$ cat src/design/scalar_cfg_pkg.sv
`default_nettype none

package scalar_cfg_pkg;

	//////////////////////////////
	// Data path sizes
	localparam int DATA_W    = 16;
	localparam int NUM_REGS  = 8;
	localparam int REG_IDX_W = $clog2(NUM_REGS);

	typedef logic [DATA_W-1:0]    data_t;
	typedef logic [REG_IDX_W-1:0] reg_idx_t;

	//////////////////////////////
	// Host bus
	typedef logic [7:0] wb_adr_t;      // Word address

	typedef struct packed {
		logic    cyc;
		logic    stb;
		logic    we;
		wb_adr_t adr;
		data_t   dat_w;
	} wb_req_t;

	// Zero-extended on a bus read
	typedef struct packed {
		logic busy;
		logic done;
		logic zero;                    // Last written value was zero
	} status_t;

endpackage

`default_nettype wire

$ cat src/design/scalar_isa_pkg.sv
`default_nettype none

package scalar_isa_pkg;

	// Unlisted codes run as no-operations
	typedef enum logic [3:0] {
		OP_ADD  = 4'd0,
		OP_SUB  = 4'd1,
		OP_AND  = 4'd2,
		OP_OR   = 4'd3,
		OP_XOR  = 4'd4,
		OP_LDI  = 4'd5,
		OP_JMP  = 4'd6,
		OP_BRZ  = 4'd7,
		OP_HALT = 4'd15
	} opcode_t;

	//////////////////////////////
	// Instruction formats

	// Register to register
	typedef struct packed {
		opcode_t                  op;
		scalar_cfg_pkg::reg_idx_t dst;
		scalar_cfg_pkg::reg_idx_t src1;
		scalar_cfg_pkg::reg_idx_t src2;
		logic [2:0]               pad;
	} fmt_alu_t;

	// Immediate load
	typedef struct packed {
		opcode_t                  op;
		scalar_cfg_pkg::reg_idx_t dst;
		logic                     pad;
		logic [7:0]               value;
	} fmt_imm_t;

	// Jump and branch
	typedef struct packed {
		opcode_t    op;
		logic [11:0] target;
	} fmt_jmp_t;

	// One fetched word, three ways to read it
	typedef union packed {
		fmt_alu_t alu;
		fmt_imm_t imm;
		fmt_jmp_t jmp;
	} instr_t;

endpackage

`default_nettype wire

$ cat src/design/instr_mem.sv
`default_nettype none

module instr_mem #(
	parameter int IMEM_ADDR_W = 6
) (
	input  logic                   clock,
	input  logic                   we,
	input  logic [IMEM_ADDR_W-1:0] waddr,
	input  scalar_cfg_pkg::data_t  wdata,
	input  logic                   fetch_en,
	input  logic [IMEM_ADDR_W-1:0] raddr,
	output scalar_isa_pkg::instr_t instr
);
	import scalar_cfg_pkg::*;

	localparam int DEPTH = 2 ** IMEM_ADDR_W;

	data_t mem [DEPTH];

	// Host stores, fetch reads on its own port
	always_ff @(posedge clock) begin
		if (we) begin
			mem[waddr] <= wdata;
		end
		if (fetch_en) begin
			instr <= mem[raddr];    // Valid during execute
		end
	end

endmodule

`default_nettype wire

$ cat src/design/program_counter.sv
`default_nettype none

module program_counter #(
	parameter int IMEM_ADDR_W = 6
) (
	input  logic                   clock,
	input  logic                   reset,
	input  logic                   pc_clear,
	input  logic                   pc_step,
	input  logic                   pc_load,
	input  logic [IMEM_ADDR_W-1:0] target,
	output logic [IMEM_ADDR_W-1:0] pc
);

	// Clear wins over load, load over step
	always_ff @(posedge clock) begin
		if (reset) begin
			pc <= '0;
		end else if (pc_clear) begin
			pc <= '0;
		end else if (pc_load) begin
			pc <= target;
		end else if (pc_step) begin
			pc <= pc + 1'b1;        // Wraps at the top of memory
		end
	end

endmodule

`default_nettype wire

$ cat src/design/reg_file.sv
`default_nettype none

module reg_file (
	input  logic                     clock,
	input  logic                     reset,
	input  logic                     we,
	input  scalar_cfg_pkg::reg_idx_t widx,
	input  scalar_cfg_pkg::data_t    wdata,
	input  scalar_cfg_pkg::reg_idx_t ridx_a,
	input  scalar_cfg_pkg::reg_idx_t ridx_b,
	input  scalar_cfg_pkg::reg_idx_t ridx_host,
	output scalar_cfg_pkg::data_t    rdata_a,
	output scalar_cfg_pkg::data_t    rdata_b,
	output scalar_cfg_pkg::data_t    rdata_host
);
	import scalar_cfg_pkg::*;

	data_t regs [NUM_REGS];

	always_ff @(posedge clock) begin
		if (reset) begin
			for (int i = 0; i < NUM_REGS; i++) begin
				regs[i] <= '0;
			end
		end else if (we) begin
			regs[widx] <= wdata;
		end
	end

	// Operand ports and host port
	assign rdata_a    = regs[ridx_a];
	assign rdata_b    = regs[ridx_b];
	assign rdata_host = regs[ridx_host];

endmodule

`default_nettype wire

$ cat src/design/scalar_alu.sv
`default_nettype none

module scalar_alu (
	input  logic                     clock,
	input  logic                     reset,
	input  logic                     start,
	input  logic                     exec_en,
	input  scalar_isa_pkg::instr_t   instr,
	input  scalar_cfg_pkg::data_t    src_a,
	input  scalar_cfg_pkg::data_t    src_b,
	output scalar_cfg_pkg::reg_idx_t ridx_a,
	output scalar_cfg_pkg::reg_idx_t ridx_b,
	output logic                     wb_we,
	output scalar_cfg_pkg::reg_idx_t wb_idx,
	output scalar_cfg_pkg::data_t    wb_data,
	output logic                     zero
);
	import scalar_cfg_pkg::*;
	import scalar_isa_pkg::*;

	data_t result;
	logic  writes_reg;

	// Operand addresses from the alu view
	assign ridx_a = instr.alu.src1;
	assign ridx_b = instr.alu.src2;

	//////////////////////////////
	// Execute
	always_comb begin
		result     = '0;
		writes_reg = 1'b1;
		case (instr.alu.op)
			OP_ADD:  result = src_a + src_b;
			OP_SUB:  result = src_a - src_b;    // Modulo 2**16
			OP_AND:  result = src_a & src_b;
			OP_OR:   result = src_a | src_b;
			OP_XOR:  result = src_a ^ src_b;
			OP_LDI:  result = data_t'(instr.imm.value);
			default: writes_reg = 1'b0;         // Jumps, halt, unused codes
		endcase
	end

	// Write-back on the edge that ends execute
	assign wb_we   = exec_en & writes_reg;
	assign wb_idx  = instr.alu.dst;
	assign wb_data = result;

	// Zero flag follows the last write
	always_ff @(posedge clock) begin
		if (reset) begin
			zero <= 1'b0;
		end else if (start) begin
			zero <= 1'b0;
		end else if (wb_we) begin
			zero <= (result == '0);
		end
	end

endmodule

`default_nettype wire

$ cat src/design/scalar_core.sv
`default_nettype none

module scalar_core #(
	parameter int IMEM_ADDR_W = 6
) (
	input  logic                    clock,
	input  logic                    reset,
	input  scalar_cfg_pkg::wb_req_t wb_req,
	output logic                    wb_ack,
	output scalar_cfg_pkg::data_t   wb_dat_r,
	output scalar_cfg_pkg::status_t status
);
	import scalar_cfg_pkg::*;
	import scalar_isa_pkg::*;

	reg_idx_t               host_reg_idx;
	data_t                  host_reg_data;
	logic                   imem_we;
	logic [IMEM_ADDR_W-1:0] imem_addr;
	data_t                  imem_data;
	logic                   start;

	logic                   pc_clear;
	logic                   pc_step;
	logic                   pc_load;
	logic                   fetch_en;
	logic                   exec_en;
	logic                   busy;
	logic                   done;
	logic                   zero;
	logic [IMEM_ADDR_W-1:0] pc;
	logic [IMEM_ADDR_W-1:0] pc_target;
	instr_t                 instr;

	reg_idx_t ridx_a;
	reg_idx_t ridx_b;
	data_t    src_a;
	data_t    src_b;
	logic     wb_we;
	reg_idx_t wb_idx;
	data_t    wb_data;

	assign status    = '{busy: busy, done: done, zero: zero};
	assign pc_target = instr.jmp.target[IMEM_ADDR_W-1:0];   // Low bits only

	//////////////////////////////
	// Control side
	wb_host_port #(.IMEM_ADDR_W(IMEM_ADDR_W)) u_host (
		.clock(clock), .reset(reset),
		.wb_req(wb_req), .wb_ack(wb_ack), .wb_dat_r(wb_dat_r),
		.status(status),
		.host_reg_idx(host_reg_idx), .host_reg_data(host_reg_data),
		.imem_we(imem_we), .imem_addr(imem_addr), .imem_data(imem_data),
		.start(start)
	);

	sequencer_fsm u_seq (
		.clock(clock), .reset(reset), .start(start),
		.instr(instr), .zero(zero),
		.pc_clear(pc_clear), .pc_step(pc_step), .pc_load(pc_load),
		.fetch_en(fetch_en), .exec_en(exec_en),
		.busy(busy), .done(done)
	);

	program_counter #(.IMEM_ADDR_W(IMEM_ADDR_W)) u_pc (
		.clock(clock), .reset(reset),
		.pc_clear(pc_clear), .pc_step(pc_step), .pc_load(pc_load),
		.target(pc_target), .pc(pc)
	);

	//////////////////////////////
	// Data side
	instr_mem #(.IMEM_ADDR_W(IMEM_ADDR_W)) u_imem (
		.clock(clock),
		.we(imem_we), .waddr(imem_addr), .wdata(imem_data),
		.fetch_en(fetch_en), .raddr(pc), .instr(instr)
	);

	reg_file u_rf (
		.clock(clock), .reset(reset),
		.we(wb_we), .widx(wb_idx), .wdata(wb_data),
		.ridx_a(ridx_a), .ridx_b(ridx_b), .ridx_host(host_reg_idx),
		.rdata_a(src_a), .rdata_b(src_b), .rdata_host(host_reg_data)
	);

	scalar_alu u_alu (
		.clock(clock), .reset(reset), .start(start), .exec_en(exec_en),
		.instr(instr), .src_a(src_a), .src_b(src_b),
		.ridx_a(ridx_a), .ridx_b(ridx_b),
		.wb_we(wb_we), .wb_idx(wb_idx), .wb_data(wb_data),
		.zero(zero)
	);

endmodule

`default_nettype wire

$ cat src/design/sequencer_fsm.sv
`default_nettype none

module sequencer_fsm (
	input  logic                   clock,
	input  logic                   reset,
	input  logic                   start,
	input  scalar_isa_pkg::instr_t instr,
	input  logic                   zero,
	output logic                   pc_clear,
	output logic                   pc_step,
	output logic                   pc_load,
	output logic                   fetch_en,
	output logic                   exec_en,
	output logic                   busy,
	output logic                   done
);
	import scalar_isa_pkg::*;

	typedef enum logic [1:0] {
		S_IDLE,
		S_FETCH,
		S_EXEC,
		S_HALT
	} state_t;

	state_t state;
	state_t state_next;
	logic   is_halt;
	logic   take_jump;

	// Opcode decode on the jump view
	assign is_halt   = (instr.jmp.op == OP_HALT);
	assign take_jump = (instr.jmp.op == OP_JMP) | ((instr.jmp.op == OP_BRZ) & zero);

	always_comb begin
		state_next = state;
		case (state)
			S_IDLE, S_HALT: begin
				if (start) begin
					state_next = S_FETCH;
				end
			end
			S_FETCH: state_next = S_EXEC;
			S_EXEC:  state_next = is_halt ? S_HALT : S_FETCH;
			default: state_next = S_IDLE;
		endcase
	end

	always_ff @(posedge clock) begin
		if (reset) begin
			state <= S_IDLE;
		end else begin
			state <= state_next;
		end
	end

	//////////////////////////////
	// Controls
	assign fetch_en = (state == S_FETCH);
	assign exec_en  = (state == S_EXEC);
	assign pc_clear = start & ((state == S_IDLE) | (state == S_HALT));
	assign pc_load  = exec_en & take_jump;
	assign pc_step  = exec_en & ~take_jump;     // Includes the halt itself
	assign busy     = fetch_en | exec_en;
	assign done     = (state == S_HALT);

endmodule

`default_nettype wire

$ cat src/design/wb_host_port.sv
`default_nettype none

module wb_host_port #(
	parameter int IMEM_ADDR_W = 6
) (
	input  logic                     clock,
	input  logic                     reset,
	input  scalar_cfg_pkg::wb_req_t  wb_req,
	output logic                     wb_ack,
	output scalar_cfg_pkg::data_t    wb_dat_r,
	input  scalar_cfg_pkg::status_t  status,
	output scalar_cfg_pkg::reg_idx_t host_reg_idx,
	input  scalar_cfg_pkg::data_t    host_reg_data,
	output logic                     imem_we,
	output logic [IMEM_ADDR_W-1:0]   imem_addr,
	output scalar_cfg_pkg::data_t    imem_data,
	output logic                     start
);
	import scalar_cfg_pkg::*;

	localparam wb_adr_t    CTRL_ADR = 8'h80;
	localparam logic [4:0] REG_PAGE = 5'b10001;    // 0x88 to 0x8F

	logic    req_valid;
	logic    req_new;
	logic    ack_hold;       // Waiting for stb to drop
	wb_adr_t adr_q;

	assign req_valid = wb_req.cyc & wb_req.stb;
	assign req_new   = req_valid & ~wb_ack & ~ack_hold;

	//////////////////////////////
	// Handshake and write strobes
	always_ff @(posedge clock) begin
		if (reset) begin
			wb_ack   <= 1'b0;
			ack_hold <= 1'b0;
			imem_we  <= 1'b0;
			start    <= 1'b0;
		end else begin
			wb_ack  <= req_new;
			imem_we <= req_new & wb_req.we & ~wb_req.adr[7] & ~status.busy;
			start   <= req_new & wb_req.we & (wb_req.adr == CTRL_ADR)
				& wb_req.dat_w[0] & ~status.busy;
			if (!req_valid) begin
				ack_hold <= 1'b0;
			end else if (wb_ack) begin
				ack_hold <= 1'b1;
			end
		end
	end

	// Captured request, used in the ack cycle
	always_ff @(posedge clock) begin
		if (req_new) begin
			adr_q     <= wb_req.adr;
			imem_data <= wb_req.dat_w;
		end
	end

	assign imem_addr    = adr_q[IMEM_ADDR_W-1:0];
	assign host_reg_idx = adr_q[2:0];

	//////////////////////////////
	// Read data
	always_comb begin
		wb_dat_r = '0;
		if (wb_ack) begin
			if (adr_q == CTRL_ADR) begin
				wb_dat_r = data_t'(status);
			end else if (adr_q[7:3] == REG_PAGE) begin
				wb_dat_r = host_reg_data;
			end
		end
	end

endmodule

`default_nettype wire

$ cat config.mk
export PLATFORM = sky130hd
export DESIGN_NAME = scalar_core
export DESIGN_NICKNAME = d
export VERILOG_FILES = /design/src/design/scalar_cfg_pkg.sv /design/src/design/scalar_isa_pkg.sv /design/src/design/instr_mem.sv /design/src/design/program_counter.sv /design/src/design/reg_file.sv /design/src/design/scalar_alu.sv /design/src/design/scalar_core.sv /design/src/design/sequencer_fsm.sv /design/src/design/wb_host_port.sv
export SDC_FILE = /design/constraint.sdc
export NUM_CORES = 2
export LEC_CHECK = 0
export BUFFER_PORTS_ARGS = -buffer_cell sky130_fd_sc_hd__buf_2
export CORE_AREA = 4 4 324 326
export CTS_CLUSTER_SIZE = 10
export DETAILED_ROUTE_END_ITERATION = 7
export DIE_AREA = 0 0 328 330
export HOLD_SLACK_MARGIN = 0.06
export PLACE_DENSITY = 0.65
export SYNTH_ARGS = -nofsm -noshare
export SYNTH_HDL_FRONTEND = slang
export SYNTH_SLANG_ARGS = --single-unit
$ cat constraint.sdc
create_clock -name clock -period 5.7 [get_ports clock]
set_input_delay 0.285 -clock clock [delete_from_list [all_inputs] [get_ports clock]]
set_output_delay 0.285 -clock clock [all_outputs]
set_load 0.01 [all_outputs]
---- Word-level counts from Yosys, hierarchy flattened ----
Memories as Yosys holds them, arrays and structs flattened. A register that Yosys moved wholly into a read port is not among the register bits.
Cells that the tools add are included.
W data, S select, Z words.
word-level totals
  RAM bits ................................ 1152
  input bits .............................. 29
  bits in registers ....................... 37
  memories kept ........................... 2
  logic and storage cells ................. 86
operators by class
  reduce and logical (&&, ||, !) cells .... 10
  equality and inequality tests ........... 15
  bitwise gates (word level) .............. 26
  mux-type cells .......................... 21
  add/subtract/negate cells ............... 3
memory list
  memory      depth  width  read ports  clocked after memory_dff  write ports  line             text
  u_imem.mem  64     16     1           1                         1            instr_mem.sv:18  data_t mem [DEPTH];
  u_rf.regs   8      16     3           1                         8            reg_file.sv:18   data_t regs [NUM_REGS];
operators by type and width
  cell                   count
  $pmux W16 S6           1
  $mux W16               4
  $add A16 B16 Y16       1
  $and A16 B16 Y16       1
  $eq A4 B3 Y1 const B   4
  $eq A8 B8 Y1 const B   2
  $logic_not A16 Y1      1
  $or A16 B16 Y16        1
  $reduce_or A16 Y1      1
  $sub A16 B16 Y16       1
  $xor A16 B16 Y16       1
  $and A1 B1 Y1          14
  $mux W6                2
  $mux W1                9
  $eq A4 B2 Y1 const B   2
  $reduce_or A2 Y1       4
  $add A6 B1 Y6 const B  1
  $mux W3                2
  $not A1 Y1             6
  $pmux W2 S3            1
  $reduce_or A6 Y1       1
  $eq A5 B5 Y1 const B   1
  $eq A2 B2 Y1 const B   2
  $eq A4 B1 Y1 const B   1
  8 further kinds        11

---- Depth between registers and ports, before layout ----
  depth in word-level cells ............... 9
  depth in mapped cells ................... 22
  gate-level depth less buffers ........... 18

---- By module ----
Synthesis repeated with hierarchy kept, for this count alone.
unflattened totals
  cell total of the unflattened synthesis .. 2757
  area total of the unflattened synthesis .. 52108.7 µm²
modules (own cells, without submodules)
  module           cells an instance  times used  area an instance (µm²)  sequential area each (µm²)
  instr_mem        1829               1           40202.3                 31230.0
  reg_file         487                1           8018.9                  3843.7
  scalar_alu       308                1           2274.7                  20.0
  wb_host_port     73                 1           1108.6                  800.8
  program_counter  34                 1           300.3                   120.1
  sequencer_fsm    23                 1           181.4                   40.0
  scalar_core      3                  1           22.5                    0.0

---- Worst setup path after synthesis ----
Ideal clock, no wire load.
  path type ............................... reg-to-reg
  start ................................... register u_imem.instr[5] (netlist bit), read port of u_imem.mem
  end ..................................... register u_alu.zero
  path slack .............................. 1075 ps
  arrival ................................. 4509 ps
  data required time ...................... 5584 ps
  cell stages (with the launch flop) ...... 21
  clock period less this slack ............ 4625 ps
  cell sequence ........................... edfxtp_1 > buf_2 > buf_1 > mux4_2 > mux2i_1 > nand4b_1 > or2b_1 > o21ai_0 > xnor2_1 > ha_1 > clkbuf_1 > and3_1 > nand3_1 > o221ai_1 > o41a_1 > mux2_2 > o21a_1 > clkbuf_1 > and4_1 > and4_1 > a31o_1
on the way
  word-level cells in the longest chain between the ends .. 4
  elaborated cells between the ends (all ways) .. 8
RTL lines
  item                                            line              text
  start, declared                                 instr_mem.sv:12   output scalar_isa_pkg::instr_t instr
  $mem_v2 Z8 W16                                  n/a
  $sub A16 B16 Y16, or another cell as far along  scalar_alu.sv:35  OP_SUB: result = src_a - src_b;
  $pmux W16 S6 *                                  scalar_alu.sv:33  case (instr.alu.op)
  $logic_not A16 Y1 *                             scalar_alu.sv:56  zero <= (result == '0);
  end signal, assigned                            scalar_alu.sv:56
  end, declared                                   scalar_alu.sv:16  output logic zero
Every way passes the cells marked *; elsewhere a longest branch is shown, timed or not.
A chain may end at the register's enable or synchronous reset.

---- Worst setup path after layout ----
Ends and elaborated chain as after synthesis.

==> out/metrics.yaml <==
timing:
  finalMaxSlewViolations: 0
  fin_worst_skew_ps: 31.4
  setup_violations: 0
  rsz0062_at_grt: "false"
  slew_headroom: 0.204
  setup-tns-final_ps: 0
  fmax_mhz: 187
  tightest_slew_ps: 1190
  hold_violations: 0
  period_share: 0.939
  period_needed_ps: 5350
synthesis:
  synth-edff-count: 1192
  netlist_area_um2: 50700
  synth-seq-area-share: 0.713
  yosys.area.top_type: "edfxtp_1"
  yosys_most_used_dff: "edfxtp_1"
  synth_cells: 2465
  synthArstFlopShare: 0
  synth_top_cells_by_area: "edfxtp_1 71%, mux4_2 19%, nor2_1 1.8%, ha_1 1.3%, mux2i_1 1.0%"
  post_synth.cell_area_avg_um2: 20.6
  yosysTopAreaCellShare: 0.706
  synth_nets: 2547
  ys_ff_latch: 1208
  synth_cell_types: 73
  yosysWarnings: 0
clocking:
  htree_levels: 4
  numCtsBuffers: 141
  clk_pin_slew_ps: 60
  clockRootBuffer: "clkbuf_16"
  numClockSinks: 1208
  clock_path_buffers: 3
  clk_latency_ps: 740
  post_cts_buffers: 0
  cts_tree: "yes"
final_layout:
  fin_nets: 2763
  diodes: 0
  fill_cells: 7474
  final_cells: 4102
  drive_gt1_frac: 0.300
  utilization: 0.566
  area_growth_pct: 13.6
floorplanning:
  die_height_um: 330
  ioPinCount: 49
  num_rows: 117
  core_area_um2: 102000
  initial_core_util: 0.498
  die_area_um2: 108000
  fp.dieW_um: 328
drt:
  routedWlPerCell_um: 30.6
  first_pass_iters: 5
  vias: 25700
  drt-initial-drc-count: 2662
  wirelength_mm: 126
  drtAntennaViolNets: 0
  viasPerCell: 6.26
  drc_errors: 0
global_routing:
  grt_pass1_wl_mm: 185
  grt_max_degree: 71
  grt_overflow: 0
  track_usage: 0.239
  grt_pass1_vias: 26800
  antenna_found_initial: 10
critical_path:
  crit_fanout: 17
  arrival_ps: 5990
  worst-r2r-cell-count: 14
  crit_path_end_kind: "flip-flop"
  worstSetupPathType: "reg2reg"
  critPathLaunchType: "flip-flop"
  cp.required_ps: 6340
power_and_ir_drop:
  power_mw: 21.1
  ir_drop_mv: 0.259
  p_leak_nw: 18.2
  power_density_nw_per_um2: 367
place:
  post-dp-hpwl_mm: 75.7
  dp.cells: 3878
  io_buffers: 48
  gp_congestion: 0.937
hold_path:
  whs_path_depth: 3
  hold_class: "in2reg"
run:
  max_cap_viol_count: 0
status:
  status: "complete, no violations"
## layout make-up
cell class | count | area (um^2) | area share
clock buffers | 182 | 3800 | 0.0660
well taps | 1368 | 1710 | 0.0297
clock inverters | 14 | 185 | 0.00322
repair buffers | 223 | 1740 | 0.0302
multi-input cells | 1063 | 13800 | 0.240
flip-flops and latches | 1208 | 36100 | 0.628
inverters | 44 | 165 | 0.00287
## flip-flops by register name, indices dropped and copies added, names as in the netlist, named ones only
register,count
u_alu.zero,1
u_host.ack_hold,1
u_host.adr_q,8
u_host.imem_data,16
u_host.imem_we,1
u_host.start,1
u_host.wb_ack,1
u_imem.instr,16
u_imem.mem,1024
u_pc.pc,6
u_rf.regs,128
u_seq.state,2
## path summary, 6_finish.rpt
kind | from | end | slack, ps
setup / recovery | u_imem.instr[5] | u_alu.zero | 350
hold / removal | wb_req[24] | u_host.start | 180
setup reg to reg | u_imem.instr[5] | u_alu.zero | 350
hold reg to reg | u_host.ack_hold | u_host.wb_ack | 480
## placed cells by master, fill, tap and decap left out, types with 28 or more instances in the layout
cell type / netlist / layout
mux2i_1: 53 / 53
mux4_2: 421 / 421
clkbuf_1: 96 / 35
buf_2: 7 / 48
ha_1: 52 / 52
buf_4: 6 / 138
nor2_1: 238 / 223
inv_1: 43 / 43
edfxtp_1: 1192 / 1192
clkbuf_16: 0 / 146
dlygate4sd3_1: 0 / 28
## cells in the mapped netlist (all sizes together), types with 5 or more instances
master,count
and2,6
dfxtp,16
nand4b,5
edfxtp,1192
nand3,13
clkbuf,97
o21a,8
nor3,16
xnor2,21
a21oi,26
mux4,430
a22oi,5
nand2b,20
mux2i,54
inv,43
o221ai,6
nand4,8
o21ai,18
nor2b,10
ha,52
and3,6
o22ai,7
nand2,27
nor2,238
a211oi,9
buf,53
mux2,11
## metrics by stage
stage | cell area, um^2 | setup slack, ps | hold slack (ps)
2_1_floorplan | 50700 | 1080 | 357
3_3_place_gp | 53300 | 516 | 461
3_5_place_dp | 53300 | 368 | 463
4_1_cts | 57600 | 307 | 103
5_1_grt | 57600 | 69.5 | 147
6_report | 57600 | 346 | 179
## critical path: stages, from the launching register on
cell and delay, ps:
edfxtp_1 1010, mux4_1 400, mux2i_1 440, ha_1 330, a21oi_1 230, ha_1 270, nor2b_1 160, o311ai_1 550
o221ai_1 290, o41a_1 410, mux2_2 290, o21a_1 270, and4_1 180, and4_1 220, a31o_1 220
## cell families (layout without fill, tap and decap cells)
kind of cell / count (synthesis) / after routing / synth area share
buffers and inverters: 194 / 463 / 0.0153
flip-flops: 1208 / 1208 / 0.713
AND/OR/NAND/NOR: 378 / 378 / 0.0342
multiplexers: 495 / 495 / 0.205
adder cells (fa/ha/maj): 53 / 53 / 0.0132
XOR/XNOR: 24 / 24 / 0.00430
AO/OA/AOI/OAI: 113 / 113 / 0.0153
## layer usage
layer  GRT usage  part of all wire  vias to the layer above
met5           0           0.00055                        -
met4      0.0851             0.033                       10
met3      0.0474             0.081                      237
met2       0.393              0.50                     1159
met1       0.322              0.39                    13600
li1            -                 -                    10700
## report_power, final
| part | internal (mW) | switching, mW |
|---|---|---|
| registers | 9.84 | 0.168 |
| clock network | 4.63 | 3.29 |
| logic | 1.40 | 1.79 |
| total | 15.9 | 5.25 |
## timing repair
action                                  in CTS  in global routing
endpoints found under the setup margin       0                  1
resized for setup                            0                  1
hold buffers                                28                  0
endpoints found under the hold margin       33                  0
Power figures use the tool's default switching activity.
